## config.mk

```make
export PLATFORM = sky130hd
export DESIGN_NAME = exec_slice_top
export DESIGN_NICKNAME = d
export VERILOG_FILES = /design/src/hdl/rv_pkg.sv /design/src/hdl/stage_if.sv /design/src/hdl/credit_fifo.sv /design/src/hdl/regfile.sv /design/src/hdl/decode.sv /design/src/hdl/execute.sv /design/src/hdl/retire_port.sv /design/src/hdl/exec_slice_top.sv
export SDC_FILE = /design/constraint.sdc
export NUM_CORES = 2
export LEC_CHECK = 0
export BUFFER_PORTS_ARGS = -buffer_cell sky130_fd_sc_hd__buf_2
export CAP_MARGIN = 20
export CORE_MARGIN = 1.5
export CORE_UTILIZATION = 40
export DETAILED_ROUTE_END_ITERATION = 12
export PLACE_DENSITY = 0.55
export SETUP_SLACK_MARGIN = 0.4
export SYNTH_ARGS = -nofsm -noshare
export SYNTH_HDL_FRONTEND = slang
export SYNTH_SLANG_ARGS = --single-unit
```

## constraint.sdc

```tcl
create_clock -name clk -period 7.6 [get_ports clk]
set_clock_uncertainty 0.15 [all_clocks]
set_input_delay 0.38 -clock clk [delete_from_list [all_inputs] [get_ports clk]]
set_output_delay 0.38 -clock clk [all_outputs]
set_load 0.05 [all_outputs]
```

## src/hdl/rv_pkg.sv

```systemverilog
package rv_pkg;

	localparam int xlen = 32;
	localparam int reg_addr_w = 5;

	// major opcodes.
	localparam logic [6:0] op_lui    = 7'b0110111;
	localparam logic [6:0] op_auipc  = 7'b0010111;
	localparam logic [6:0] op_jal    = 7'b1101111;
	localparam logic [6:0] op_jalr   = 7'b1100111;
	localparam logic [6:0] op_branch = 7'b1100011;
	localparam logic [6:0] op_load   = 7'b0000011;
	localparam logic [6:0] op_store  = 7'b0100011;
	localparam logic [6:0] op_imm    = 7'b0010011;
	localparam logic [6:0] op_reg    = 7'b0110011;

	typedef enum logic [3:0] {
		alu_add, alu_sub, alu_sll, alu_slt, alu_sltu, alu_xor,
		alu_srl, alu_sra, alu_or, alu_and, alu_pass_b, alu_link
	} alu_op_e;

	typedef enum logic [3:0] {
		br_none, br_eq, br_ne, br_lt, br_ge, br_ltu, br_geu, br_jal, br_jalr
	} br_op_e;

	typedef struct packed {
		logic [xlen-1:0] pc;
		logic [xlen-1:0] instr;
	} fetch_t;

	typedef struct packed {
		logic [xlen-1:0] pc;
		logic [xlen-1:0] instr;
		logic [xlen-1:0] op_a;
		logic [xlen-1:0] op_b;
		logic [xlen-1:0] imm;
		logic [xlen-1:0] rs1_data; // jalr base.
		logic [reg_addr_w-1:0] rd;
		logic wr_en;
		alu_op_e alu_op;
		br_op_e br_op;
		logic illegal;
	} exe_t;

	typedef struct packed {
		logic [xlen-1:0] pc;
		logic [xlen-1:0] instr;
		logic [reg_addr_w-1:0] rd;
		logic wr_en;
		logic [xlen-1:0] wr_data;
		logic br_taken;
		logic [xlen-1:0] next_pc;
		logic illegal;
	} retire_t;

endpackage

```

## src/hdl/stage_if.sv

```systemverilog
interface stage_if #(
	parameter type payload_t = logic
);

	logic valid;
	payload_t data;
	logic stall; // consumer cannot take data this cycle.

	modport producer
	(
		output valid,
		output data,
		input stall
	);

	modport consumer
	(
		input valid,
		input data,
		output stall
	);

endinterface

```

## src/hdl/credit_fifo.sv

```systemverilog
module credit_fifo #(
	parameter int depth = 4,
	parameter type payload_t = logic
) (
	input logic clk,
	input logic reset,
	input logic push,
	input payload_t push_data,
	input logic pop,
	output payload_t head,
	output logic empty,
	output logic [$clog2(depth + 1)-1:0] count,
	output logic credit
);

	localparam int aw = (depth > 1) ? $clog2(depth) : 1;

	payload_t mem [depth];
	logic [aw-1:0] wr_ptr;
	logic [aw-1:0] rd_ptr;

	function automatic logic [aw-1:0] next_ptr(input logic [aw-1:0] ptr);
		next_ptr = (ptr == aw'(depth - 1)) ? '0 : ptr + 1'b1;
	endfunction

	always_ff @(posedge clk)
	begin
		if (reset)
		begin
			wr_ptr <= '0;
			rd_ptr <= '0;
			count <= '0;
			credit <= 1'b0;
		end
		else
		begin
			if (push)
				wr_ptr <= next_ptr(wr_ptr);
			if (pop)
				rd_ptr <= next_ptr(rd_ptr);
			count <= count + push - pop;
			credit <= pop; // one credit back per freed entry.
		end
	end

	always_ff @(posedge clk)
	begin
		if (push)
			mem[wr_ptr] <= push_data;
	end

	assign head = mem[rd_ptr];
	assign empty = (count == '0);

	// sender must never run past its credits.
	a_no_overflow: assert property (@(posedge clk) disable iff (reset)
		!(push && !pop && count == depth));
	a_no_underflow: assert property (@(posedge clk) disable iff (reset)
		!(pop && empty));

endmodule

```

## src/hdl/regfile.sv

```systemverilog
module regfile
	import rv_pkg::*;
(
	input logic clk,
	input logic reset,
	input logic [reg_addr_w-1:0] rs1_addr,
	input logic [reg_addr_w-1:0] rs2_addr,
	output logic [xlen-1:0] rs1_data,
	output logic [xlen-1:0] rs2_data,
	input logic [reg_addr_w-1:0] rd_addr,
	input logic [xlen-1:0] rd_data,
	input logic wr_en
);

	logic [xlen-1:0] regs [32];

	always_ff @(posedge clk)
	begin
		if (reset)
		begin
			for (int i = 0; i < 32; i++)
				regs[i] <= '0;
		end
		else if (wr_en && rd_addr != '0)
			regs[rd_addr] <= rd_data;
	end

	// write-through so writeback is seen by decode in the same cycle.
	assign rs1_data = (rs1_addr == '0) ? '0 :
		(wr_en && rd_addr == rs1_addr) ? rd_data : regs[rs1_addr];
	assign rs2_data = (rs2_addr == '0) ? '0 :
		(wr_en && rd_addr == rs2_addr) ? rd_data : regs[rs2_addr];

endmodule

```

## src/hdl/decode.sv

```systemverilog
module decode
	import rv_pkg::*;
(
	input logic clk,
	input logic reset,
	input fetch_t head,
	input logic empty,
	input logic slot_free,
	output logic pop,
	stage_if.producer id,
	stage_if.consumer wb
);

	typedef enum logic [2:0] {imm_i, imm_s, imm_b, imm_u, imm_j} imm_sel_e;

	logic [xlen-1:0] instr;
	logic [6:0] opcode;
	logic [2:0] funct3;
	logic [6:0] funct7;
	logic [reg_addr_w-1:0] rs1;
	logic [reg_addr_w-1:0] rs2;
	logic [xlen-1:0] rs1_data;
	logic [xlen-1:0] rs2_data;
	logic [xlen-1:0] imm;
	imm_sel_e imm_sel;
	alu_op_e alu_op;
	br_op_e br_op;
	logic a_pc, b_imm, use_rs1, use_rs2, wr_en, illegal;
	logic hazard;
	exe_t nxt;

	function automatic alu_op_e alu_sel(input logic [2:0] f3, input logic alt);
		case (f3)
			3'b000: alu_sel = alt ? alu_sub : alu_add;
			3'b001: alu_sel = alu_sll;
			3'b010: alu_sel = alu_slt;
			3'b011: alu_sel = alu_sltu;
			3'b100: alu_sel = alu_xor;
			3'b101: alu_sel = alt ? alu_sra : alu_srl;
			3'b110: alu_sel = alu_or;
			default: alu_sel = alu_and;
		endcase
	endfunction

	assign instr = head.instr;
	assign opcode = instr[6:0];
	assign funct3 = instr[14:12];
	assign funct7 = instr[31:25];
	assign rs1 = instr[19:15];
	assign rs2 = instr[24:20];

	// writeback port; wb.stall is owned by retire_port.
	regfile regfile_i (
		.clk(clk),
		.reset(reset),
		.rs1_addr(rs1),
		.rs2_addr(rs2),
		.rs1_data(rs1_data),
		.rs2_data(rs2_data),
		.rd_addr(wb.data.rd),
		.rd_data(wb.data.wr_data),
		.wr_en(wb.valid && wb.data.wr_en)
	);

	always_comb
	begin
		alu_op = alu_add;
		br_op = br_none;
		imm_sel = imm_i;
		a_pc = 1'b0;
		b_imm = 1'b0;
		use_rs1 = 1'b0;
		use_rs2 = 1'b0;
		wr_en = 1'b0;
		illegal = 1'b0;
		case (opcode)
			op_lui:
			begin
				alu_op = alu_pass_b;
				imm_sel = imm_u;
				b_imm = 1'b1;
				wr_en = 1'b1;
			end
			op_auipc:
			begin
				imm_sel = imm_u;
				a_pc = 1'b1;
				b_imm = 1'b1;
				wr_en = 1'b1;
			end
			op_jal:
			begin
				alu_op = alu_link;
				br_op = br_jal;
				imm_sel = imm_j;
				wr_en = 1'b1;
			end
			op_jalr:
			begin
				alu_op = alu_link;
				br_op = br_jalr;
				use_rs1 = 1'b1;
				wr_en = 1'b1;
				illegal = (funct3 != 3'b000);
			end
			op_branch:
			begin
				imm_sel = imm_b;
				use_rs1 = 1'b1;
				use_rs2 = 1'b1;
				case (funct3)
					3'b000: br_op = br_eq;
					3'b001: br_op = br_ne;
					3'b100: br_op = br_lt;
					3'b101: br_op = br_ge;
					3'b110: br_op = br_ltu;
					3'b111: br_op = br_geu;
					default: illegal = 1'b1;
				endcase
			end
			op_imm:
			begin
				alu_op = alu_sel(funct3, funct3 == 3'b101 && instr[30]);
				b_imm = 1'b1;
				use_rs1 = 1'b1;
				wr_en = 1'b1;
				illegal = (funct3 == 3'b001 && funct7 != 7'b0) ||
					(funct3 == 3'b101 && funct7 != 7'b0 && funct7 != 7'b0100000);
			end
			op_reg:
			begin
				alu_op = alu_sel(funct3, instr[30]);
				use_rs1 = 1'b1;
				use_rs2 = 1'b1;
				wr_en = 1'b1;
				illegal = !(funct7 == 7'b0 || (funct7 == 7'b0100000 &&
					(funct3 == 3'b000 || funct3 == 3'b101)));
			end
			op_store:
			begin
				imm_sel = imm_s;
				illegal = 1'b1;
			end
			default: illegal = 1'b1; // loads, fence, system.
		endcase
		if (illegal)
		begin
			wr_en = 1'b0;
			br_op = br_none;
		end
	end

	always_comb
	begin
		case (imm_sel)
			imm_s: imm = {{20{instr[31]}}, instr[31:25], instr[11:7]};
			imm_b: imm = {{19{instr[31]}}, instr[31], instr[7], instr[30:25],
				instr[11:8], 1'b0};
			imm_u: imm = {instr[31:12], 12'b0};
			imm_j: imm = {{11{instr[31]}}, instr[31], instr[19:12], instr[20],
				instr[30:21], 1'b0};
			default: imm = {{20{instr[31]}}, instr[31:20]};
		endcase
	end

	// the one case the write-through misses: producer still in ID/EXE.
	assign hazard = id.valid && id.data.wr_en && id.data.rd != '0 &&
		((use_rs1 && rs1 == id.data.rd) || (use_rs2 && rs2 == id.data.rd));
	assign pop = !empty && !hazard && slot_free && !id.stall;

	always_comb
	begin
		nxt.pc = head.pc;
		nxt.instr = instr;
		nxt.op_a = a_pc ? head.pc : rs1_data;
		nxt.op_b = b_imm ? imm : rs2_data;
		nxt.imm = imm;
		nxt.rs1_data = rs1_data;
		nxt.rd = instr[11:7];
		nxt.wr_en = wr_en;
		nxt.alu_op = alu_op;
		nxt.br_op = br_op;
		nxt.illegal = illegal;
	end

	always_ff @(posedge clk)
	begin
		if (reset)
			id.valid <= 1'b0;
		else if (!id.stall)
			id.valid <= pop; // bubble when nothing issues.
	end

	always_ff @(posedge clk)
	begin
		if (pop)
			id.data <= nxt;
	end

endmodule

```

## src/hdl/execute.sv

```systemverilog
module execute
	import rv_pkg::*;
(
	input logic clk,
	input logic reset,
	stage_if.consumer id,
	stage_if.producer wb
);

	logic [xlen-1:0] a, b;
	logic [4:0] shamt;
	logic [xlen-1:0] pc_plus4;
	logic [xlen-1:0] jalr_sum;
	logic [xlen-1:0] target;
	logic [xlen-1:0] alu_res;
	logic taken;
	retire_t rec;

	assign a = id.data.op_a;
	assign b = id.data.op_b;
	assign shamt = b[4:0];
	assign pc_plus4 = id.data.pc + 32'd4;

	always_comb
	begin
		case (id.data.alu_op)
			alu_sub: alu_res = a - b;
			alu_sll: alu_res = a << shamt;
			alu_slt: alu_res = {{(xlen-1){1'b0}}, $signed(a) < $signed(b)};
			alu_sltu: alu_res = {{(xlen-1){1'b0}}, a < b};
			alu_xor: alu_res = a ^ b;
			alu_srl: alu_res = a >> shamt;
			alu_sra: alu_res = $signed(a) >>> shamt;
			alu_or: alu_res = a | b;
			alu_and: alu_res = a & b;
			alu_pass_b: alu_res = b;
			alu_link: alu_res = pc_plus4;
			default: alu_res = a + b;
		endcase
	end

	// branches carry rs1/rs2 in op_a/op_b.
	always_comb
	begin
		case (id.data.br_op)
			br_eq: taken = (a == b);
			br_ne: taken = (a != b);
			br_lt: taken = $signed(a) < $signed(b);
			br_ge: taken = $signed(a) >= $signed(b);
			br_ltu: taken = a < b;
			br_geu: taken = a >= b;
			br_jal, br_jalr: taken = 1'b1;
			default: taken = 1'b0;
		endcase
	end

	assign jalr_sum = id.data.rs1_data + id.data.imm;
	assign target = (id.data.br_op == br_jalr) ? {jalr_sum[xlen-1:1], 1'b0} :
		id.data.pc + id.data.imm;

	always_comb
	begin
		rec.pc = id.data.pc;
		rec.instr = id.data.instr;
		rec.rd = id.data.rd;
		rec.wr_en = id.data.wr_en;
		rec.wr_data = alu_res;
		rec.br_taken = taken;
		rec.next_pc = taken ? target : pc_plus4;
		rec.illegal = id.data.illegal;
	end

	assign id.stall = wb.valid && wb.stall;

	always_ff @(posedge clk)
	begin
		if (reset)
			wb.valid <= 1'b0;
		else if (!id.stall)
			wb.valid <= id.valid;
	end

	always_ff @(posedge clk)
	begin
		if (id.valid && !id.stall)
			wb.data <= rec;
	end

endmodule

```

## src/hdl/retire_port.sv

```systemverilog
module retire_port
	import rv_pkg::*;
#(
	parameter int depth = 4
) (
	input logic clk,
	input logic reset,
	stage_if.consumer wb,
	input logic issued,
	output logic slot_free,
	output logic out_valid,
	output retire_t out_rec,
	input logic out_credit
);

	localparam int cw = $clog2(depth + 1);

	logic [cw-1:0] count;
	logic [cw-1:0] inflight; // issued but not yet buffered.
	logic [cw-1:0] credits;
	logic [cw:0] used;
	logic empty;
	logic push;

	credit_fifo #(
		.depth(depth),
		.payload_t(retire_t)
	) buf_i (
		.clk(clk),
		.reset(reset),
		.push(push),
		.push_data(wb.data),
		.pop(out_valid),
		.head(out_rec),
		.empty(empty),
		.count(count),
		.credit()
	);

	assign wb.stall = (count == cw'(depth));
	assign push = wb.valid && !wb.stall;

	assign used = count + inflight;
	assign slot_free = (used < depth);
	assign out_valid = !empty && credits != '0;

	always_ff @(posedge clk)
	begin
		if (reset)
		begin
			inflight <= '0;
			credits <= cw'(depth);
		end
		else
		begin
			inflight <= inflight + issued - push;
			credits <= credits - out_valid + out_credit;
		end
	end

	a_credit_bound: assert property (@(posedge clk) disable iff (reset)
		credits <= depth);

endmodule

```

## src/hdl/exec_slice_top.sv

```systemverilog
module exec_slice_top
	import rv_pkg::*;
#(
	parameter int in_depth = 4,
	parameter int out_depth = 4
) (
	input logic clk,
	input logic reset,
	input logic in_valid,
	input logic [xlen-1:0] in_pc,
	input logic [xlen-1:0] in_instr,
	output logic in_credit,
	output logic out_valid,
	output logic [xlen-1:0] out_pc,
	output logic [xlen-1:0] out_instr,
	output logic [reg_addr_w-1:0] out_rd,
	output logic out_wr_en,
	output logic [xlen-1:0] out_wr_data,
	output logic out_br_taken,
	output logic [xlen-1:0] out_next_pc,
	output logic out_illegal,
	input logic out_credit
);

	fetch_t in_rec;
	fetch_t head;
	logic empty;
	logic pop;
	logic slot_free;
	retire_t out_rec;

	stage_if #(.payload_t(exe_t)) id_if ();
	stage_if #(.payload_t(retire_t)) wb_if ();

	assign in_rec.pc = in_pc;
	assign in_rec.instr = in_instr;

	credit_fifo #(.depth(in_depth), .payload_t(fetch_t)) in_fifo_i (
		.clk(clk), .reset(reset),
		.push(in_valid), .push_data(in_rec),
		.pop(pop), .head(head), .empty(empty),
		.count(), .credit(in_credit)
	);

	decode decode_i (
		.clk(clk), .reset(reset),
		.head(head), .empty(empty), .slot_free(slot_free), .pop(pop),
		.id(id_if.producer), .wb(wb_if.consumer)
	);

	execute execute_i (.clk(clk), .reset(reset), .id(id_if.consumer), .wb(wb_if.producer));

	retire_port #(.depth(out_depth)) retire_port_i (
		.clk(clk), .reset(reset),
		.wb(wb_if.consumer), .issued(pop), .slot_free(slot_free),
		.out_valid(out_valid), .out_rec(out_rec), .out_credit(out_credit)
	);

	assign out_pc = out_rec.pc;
	assign out_instr = out_rec.instr;
	assign out_rd = out_rec.rd;
	assign out_wr_en = out_rec.wr_en;
	assign out_wr_data = out_rec.wr_data;
	assign out_br_taken = out_rec.br_taken;
	assign out_next_pc = out_rec.next_pc;
	assign out_illegal = out_rec.illegal;

endmodule

```

Word-level counts from Yosys, hierarchy flattened

Memory sizes are Yosys's and may differ from the RTL's. A register that Yosys moved wholly into a read port is not among the register bits.
Cells that the tools add are included.

$add $sub $neg: 18
Magnitude comparators: 5
Equality and inequality tests: 51
Shifts and indexed selects: 3
Mux-type cells: 48
Bitwise operators: 3
Reduce and logical (&&, ||, !) cells: 52

Operators by type and width:

| operator              | count |
|---|---|
| $pmux 32 s11          | 1 |
| $mux 32               | 9 |
| $pmux 31 s4           | 1 |
| $add 32x32->32        | 3 |
| $ge 32x32->1          | 2 |
| $lt 32x32->1          | 2 |
| $pmux 4 s7            | 2 |
| $add 32x3->32 const B | 1 |
| $and 32x32->32        | 1 |
| $eq 32x32->1          | 1 |
| $eq 4x3->1 const B    | 8 |
| $ne 32x32->1          | 1 |
| $or 32x32->32         | 1 |
| $reduce_or 32->1      | 1 |
| $shl 32x5->32         | 1 |
| $shr 32x5->32         | 1 |
| $sshr 32x5->32        | 1 |
| $sub 32x32->32        | 1 |
| $xor 32x32->32        | 1 |
| $eq 7x6->1 const B    | 4 |
| $eq 7x7->1 const B    | 3 |
| $logic_and 1x1->1     | 21 |
| $eq 4x4->1 const B    | 5 |
| $eq 5x5->1            | 4 |
| 34 further kinds      | 104 |

Bits in registers: 366
Bits in writable memories: 1824
Bits of input ports: 68
Output and inout bits: 138
Word-level logic and storage cells: 213
Memories: 3

Memories:

| memory                  | words | bits a word | read ports | clocked after Yosys merged registers in | write ports | line              | RTL |
|---|---|---|---|---|---|---|---|
| decode_i.regfile_i.regs | 32    | 32          | 2          | 0                                       | 32          | regfile.sv:15     | `logic [xlen-1:0] regs [32];` |
| retire_port_i.buf_i.mem | 4     | 136         | 1          | 1                                       | 1           | credit_fifo.sv:18 | `payload_t mem [depth];` |
| in_fifo_i.mem           | 4     | 64          | 1          | 1                                       | 1           | credit_fifo.sv:18 |  |

Logic depth before layout (Yosys ltp)

Word-level depth: 12
Gate-level depth with buffers: 19
Depth with buffers taken out: 17

Least setup slack after synthesis

Ideal clock, no wire load.

Path kind: register -> register
Start: reg with a tool-made name
End: reg in_fifo_i.count[2]
Setup time: 0.128 ns
Arrival time: 7.888 ns
Data required time: 7.322 ns
Path slack: -0.566 ns
Stages on the path, launching flop included: 20
Path buffers: 5
Period minus slack after synthesis: 8.166 ns
Path through: dfxtp_1 buf_6 buf_6 mux4_2 buf_2 buf_2 buf_2 xor2_1 nor3_1 o221ai_1 o311ai_2 inv_1 ha_1 inv_1 ha_1 inv_1 fa_1 xor2_1 xnor2_1 nor2_1

RTL lines:

| item                 | line              | RTL |
|---|---|---|
| to (signal assigned) | credit_fifo.sv:41 | `count <= count + push - pop;` |
| to (decl)            | credit_fifo.sv:12 | `output logic [$clog2(depth + 1)-1:0] count,` |

==> flow_summary.yaml <==
floorplan:
  io_pins: 206
  dieHeight_um: 526
  die_w_um: 526
  start_util_pct: 40.3
  fp-row-count: 191
  dieArea_mm2: 0.277
  core_mm2: 0.271
grt:
  top_usage_layer: "met2"
  globalRouteTotalUtil_pct: 28.3
  overflow: 0
  grt_pass1_vias: 68300
  grtUsageMet3_pct: 5.10
  met2_usage_pct: 46.2
  antenna_found_initial: 42
  use_met1_pct: 36.8
  grt_pass1_wl_mm: 550
  grt_max_degree: 138
critical_path:
  crit_required_ns: 8.22
  crit_arrival_ns: 6.47
  r2r_end: "in_fifo_i.count[2]"
  crit_path_end_kind: "flop"
  start_kind: "flop"
  critical_path.max_fanout: 61
  worstSetupPathType: "reg -> reg"
  slowest_stage: "dfxtp_4"
  path_buf_inv: 4
  reg2reg_setup_slack_ns: 1.74
  r2r_cells: 17
  path_cells: "mux2i_1 > mux2_2 > inv_8 > xnor2_1 > nand3_1 > a2111oi_2 > o221ai_1 > o311ai_4 > clkinvlp_4 > ha_1 > inv_1 > ha_1 > inv_1 > fa_2 > xor2_1 > xnor2_1 > nor2_1"
  slowest_delay_ns: 0.73
  critPathTopFamily: "buffers and inverters"
drt:
  vias: 70100
  routed_wl_mm: 398
  viasPerCell: 6.23
  wl_per_cell_um: 35.4
  drtIter0Drc: 9021
  postRouteAntennaNets: 0
  drc: 0
  first_pass_iters: 8
min_path:
  whs_endpoint: "in_fifo_i.mem[1][38]"
  hp-class: "in -> reg"
  hp-start: "in_pc[6]"
  min_path_cells: 2
finish:
  drive_gt1_share_pct: 21.6
  syn2layout_area_growth_pct: 12.2
  design_area_mm2: 0.123
  stdcell_count: 11200
  nNetsFinal: 7731
placement:
  dp_cells: 10700
  portBuffers: 205
  placed_area_mm2: 0.115
  gp_congestion: 0.978
  place_hpwl_mm: 250
cts:
  clk_pin_slew_ns: 0.06
  cts.sinks: 2163
  clk_latency_ns: 0.89
  cts_made_buffers: 239
  htree_levels: 4
  hold_buffers: 68
  max-clock-path-buffers: 4
  root_buffer: "clkbuf_16"
  cts_resized: 0
  cts_tree: "done"
  post_cts_buffers: 0
logic_synthesis:
  syn_inst: 7325
  ys_async_sr_fraction_pct: 0
  synth_cell_type_count: 92
  synth_most_common_cell: "edfxtp_1"
  yosysSeqAreaShare_pct: 59.1
  yosysTopAreaCell: "edfxtp_1"
  ys.flop_type: "edfxtp_1"
  synth.top_cell.area_share_pct: 58.6
  ys_ff_latch: 2163
  synth.area.top_cells: "edfxtp_1 59%, mux4_2 15%, and2_1 6.0%, mux2i_1 2.5%, ha_1 2.1%"
  synth_edf_count: 2136
  synth_common_cells: "2,136 x edfxtp_1, 1,051 x and2_1, 750 x mux4_2"
  syn-cell-area_mm2: 0.110
  ys.warnings.count: 0
  syn_area_per_cell_um2: 15.0
timing:
  fin_crit_sh_pct: 77.1
  final_max_slew_viol_count: 0
  min_period_ns: 5.86
  tightest_slew_ns: 1.21
  hold_viol: 0
  fin_setup_tns_ns: 0
  setup_viol: 0
  timing.fmax_ghz: 0.171
  slew_headroom_pct: 19.5
  fin_hold_ws_ns: 0.0994
  rsz0062_at_grt: "false"
power:
  power.density_mw_per_mm2: 464
  ir_drop_v: 0.000402
  p_leak_uw: 0.0429
status:
  status: "completed"
run:
  maxCapViolations: 0
==> metrics by stage <==
step | utilization [%] | setup slack [ns] | total power, uW
after floorplan | - | 0.301 | 35200
after global placement | 42.3 | 1.45 | 45300
after detailed placement | 42.3 | 1.71 | 45400
after CTS | 45.3 | 1.69 | 56800
after global routing | 45.3 | 1.41 | 59100
final | 45.3 | 1.74 | 57100
==> cells by family (layout without fill, tap and decap cells) <==
family	after synthesis	count (layout)	synth area share (%)
flops	2163	2163	59.1
simple gates	1971	1971	9.86
compound gates	1073	1073	6.77
mux	1066	1066	18.4
buf+inv	758	1065	2.90
fa+ha+maj	190	190	2.23
xor+xnor	103	103	0.824
other cells	1	43	0.00342
==> worst max path at each step <==
stage | from | end | slack (ns) | cells past startpoint
3_3_place_gp | flop | decode_i.id.data[82] | 1.45 | 8
6_report | flop | in_fifo_i.count[2] | 1.74 | 17
4_1_cts | flop | in_fifo_i.count[2] | 1.69 | 16
3_5_place_dp | flop | in_fifo_i.count[2] | 1.71 | 16
5_1_grt | flop | in_fifo_i.count[2] | 1.41 | 16
2_1_floorplan | flop | in_fifo_i.count[2] | 0.30 | 17
==> layout make-up <==
class / instances / area, um2
clock inverter: 144 / 1250
tap: 3570 / 4470
clock buffer: 287 / 6200
fill: 23800 / 149000
antenna: 11 / 27.5
timing repair buffer: 472 / 3420
inverter: 162 / 624
multi-input combinational: 4435 / 42200
sequential: 2163 / 64700
==> cell usage in the layout, fill, tap and decap left out, types with 46 or more instances in the layout <==
| cell type | n |
|---|---|
| edfxtp_1 | 2136 |
| nor2_1 | 294 |
| a221oi_1 | 100 |
| clkinv_1 | 59 |
| inv_1 | 155 |
| a21o_1 | 50 |
| clkinv_2 | 47 |
| mux2i_1 | 269 |
| a211oi_1 | 76 |
| nand3_1 | 73 |
| ha_1 | 182 |
| buf_2 | 204 |
| clkbuf_1 | 46 |
| a21oi_1 | 210 |
| nand2_1 | 269 |
| xnor2_1 | 58 |
| dlygate4sd3_1 | 68 |
| mux4_2 | 745 |
| and2_1 | 1042 |
| o21ai_0 | 198 |
| buf_4 | 182 |
| a22oi_1 | 50 |
| clkbuf_16 | 241 |
==> flip-flops by register name, summed over array words and instances, names as in the netlist, 3 cells and up, named ones only <==
name                       cells
decode_i.regfile_i.regs     1024
retire_port_i.buf_i.mem      524
decode_i.id.data             201
retire_port_i.credits          3
in_fifo_i.mem                256
retire_port_i.inflight         3
execute_i.wb.data            131
retire_port_i.buf_i.count      3
in_fifo_i.count                3
==> per-layer routing <==
metal | vias to the layer above | part of all wire (%)
met5 | - | 0.016
met4 | 8 | 5.1
met3 | 767 | 8.9
met2 | 3784 | 47
met1 | 36600 | 39
li1 | 28900 | -
==> where the power goes <==
part	total (uW)	internal, uW	switching (uW)
clock	11300	6480	4850
sequential	17800	15800	1950
combinational	28000	9690	18300
total	57100	32000	25100
No activity file was read; power rests on OpenSTA's default activity.
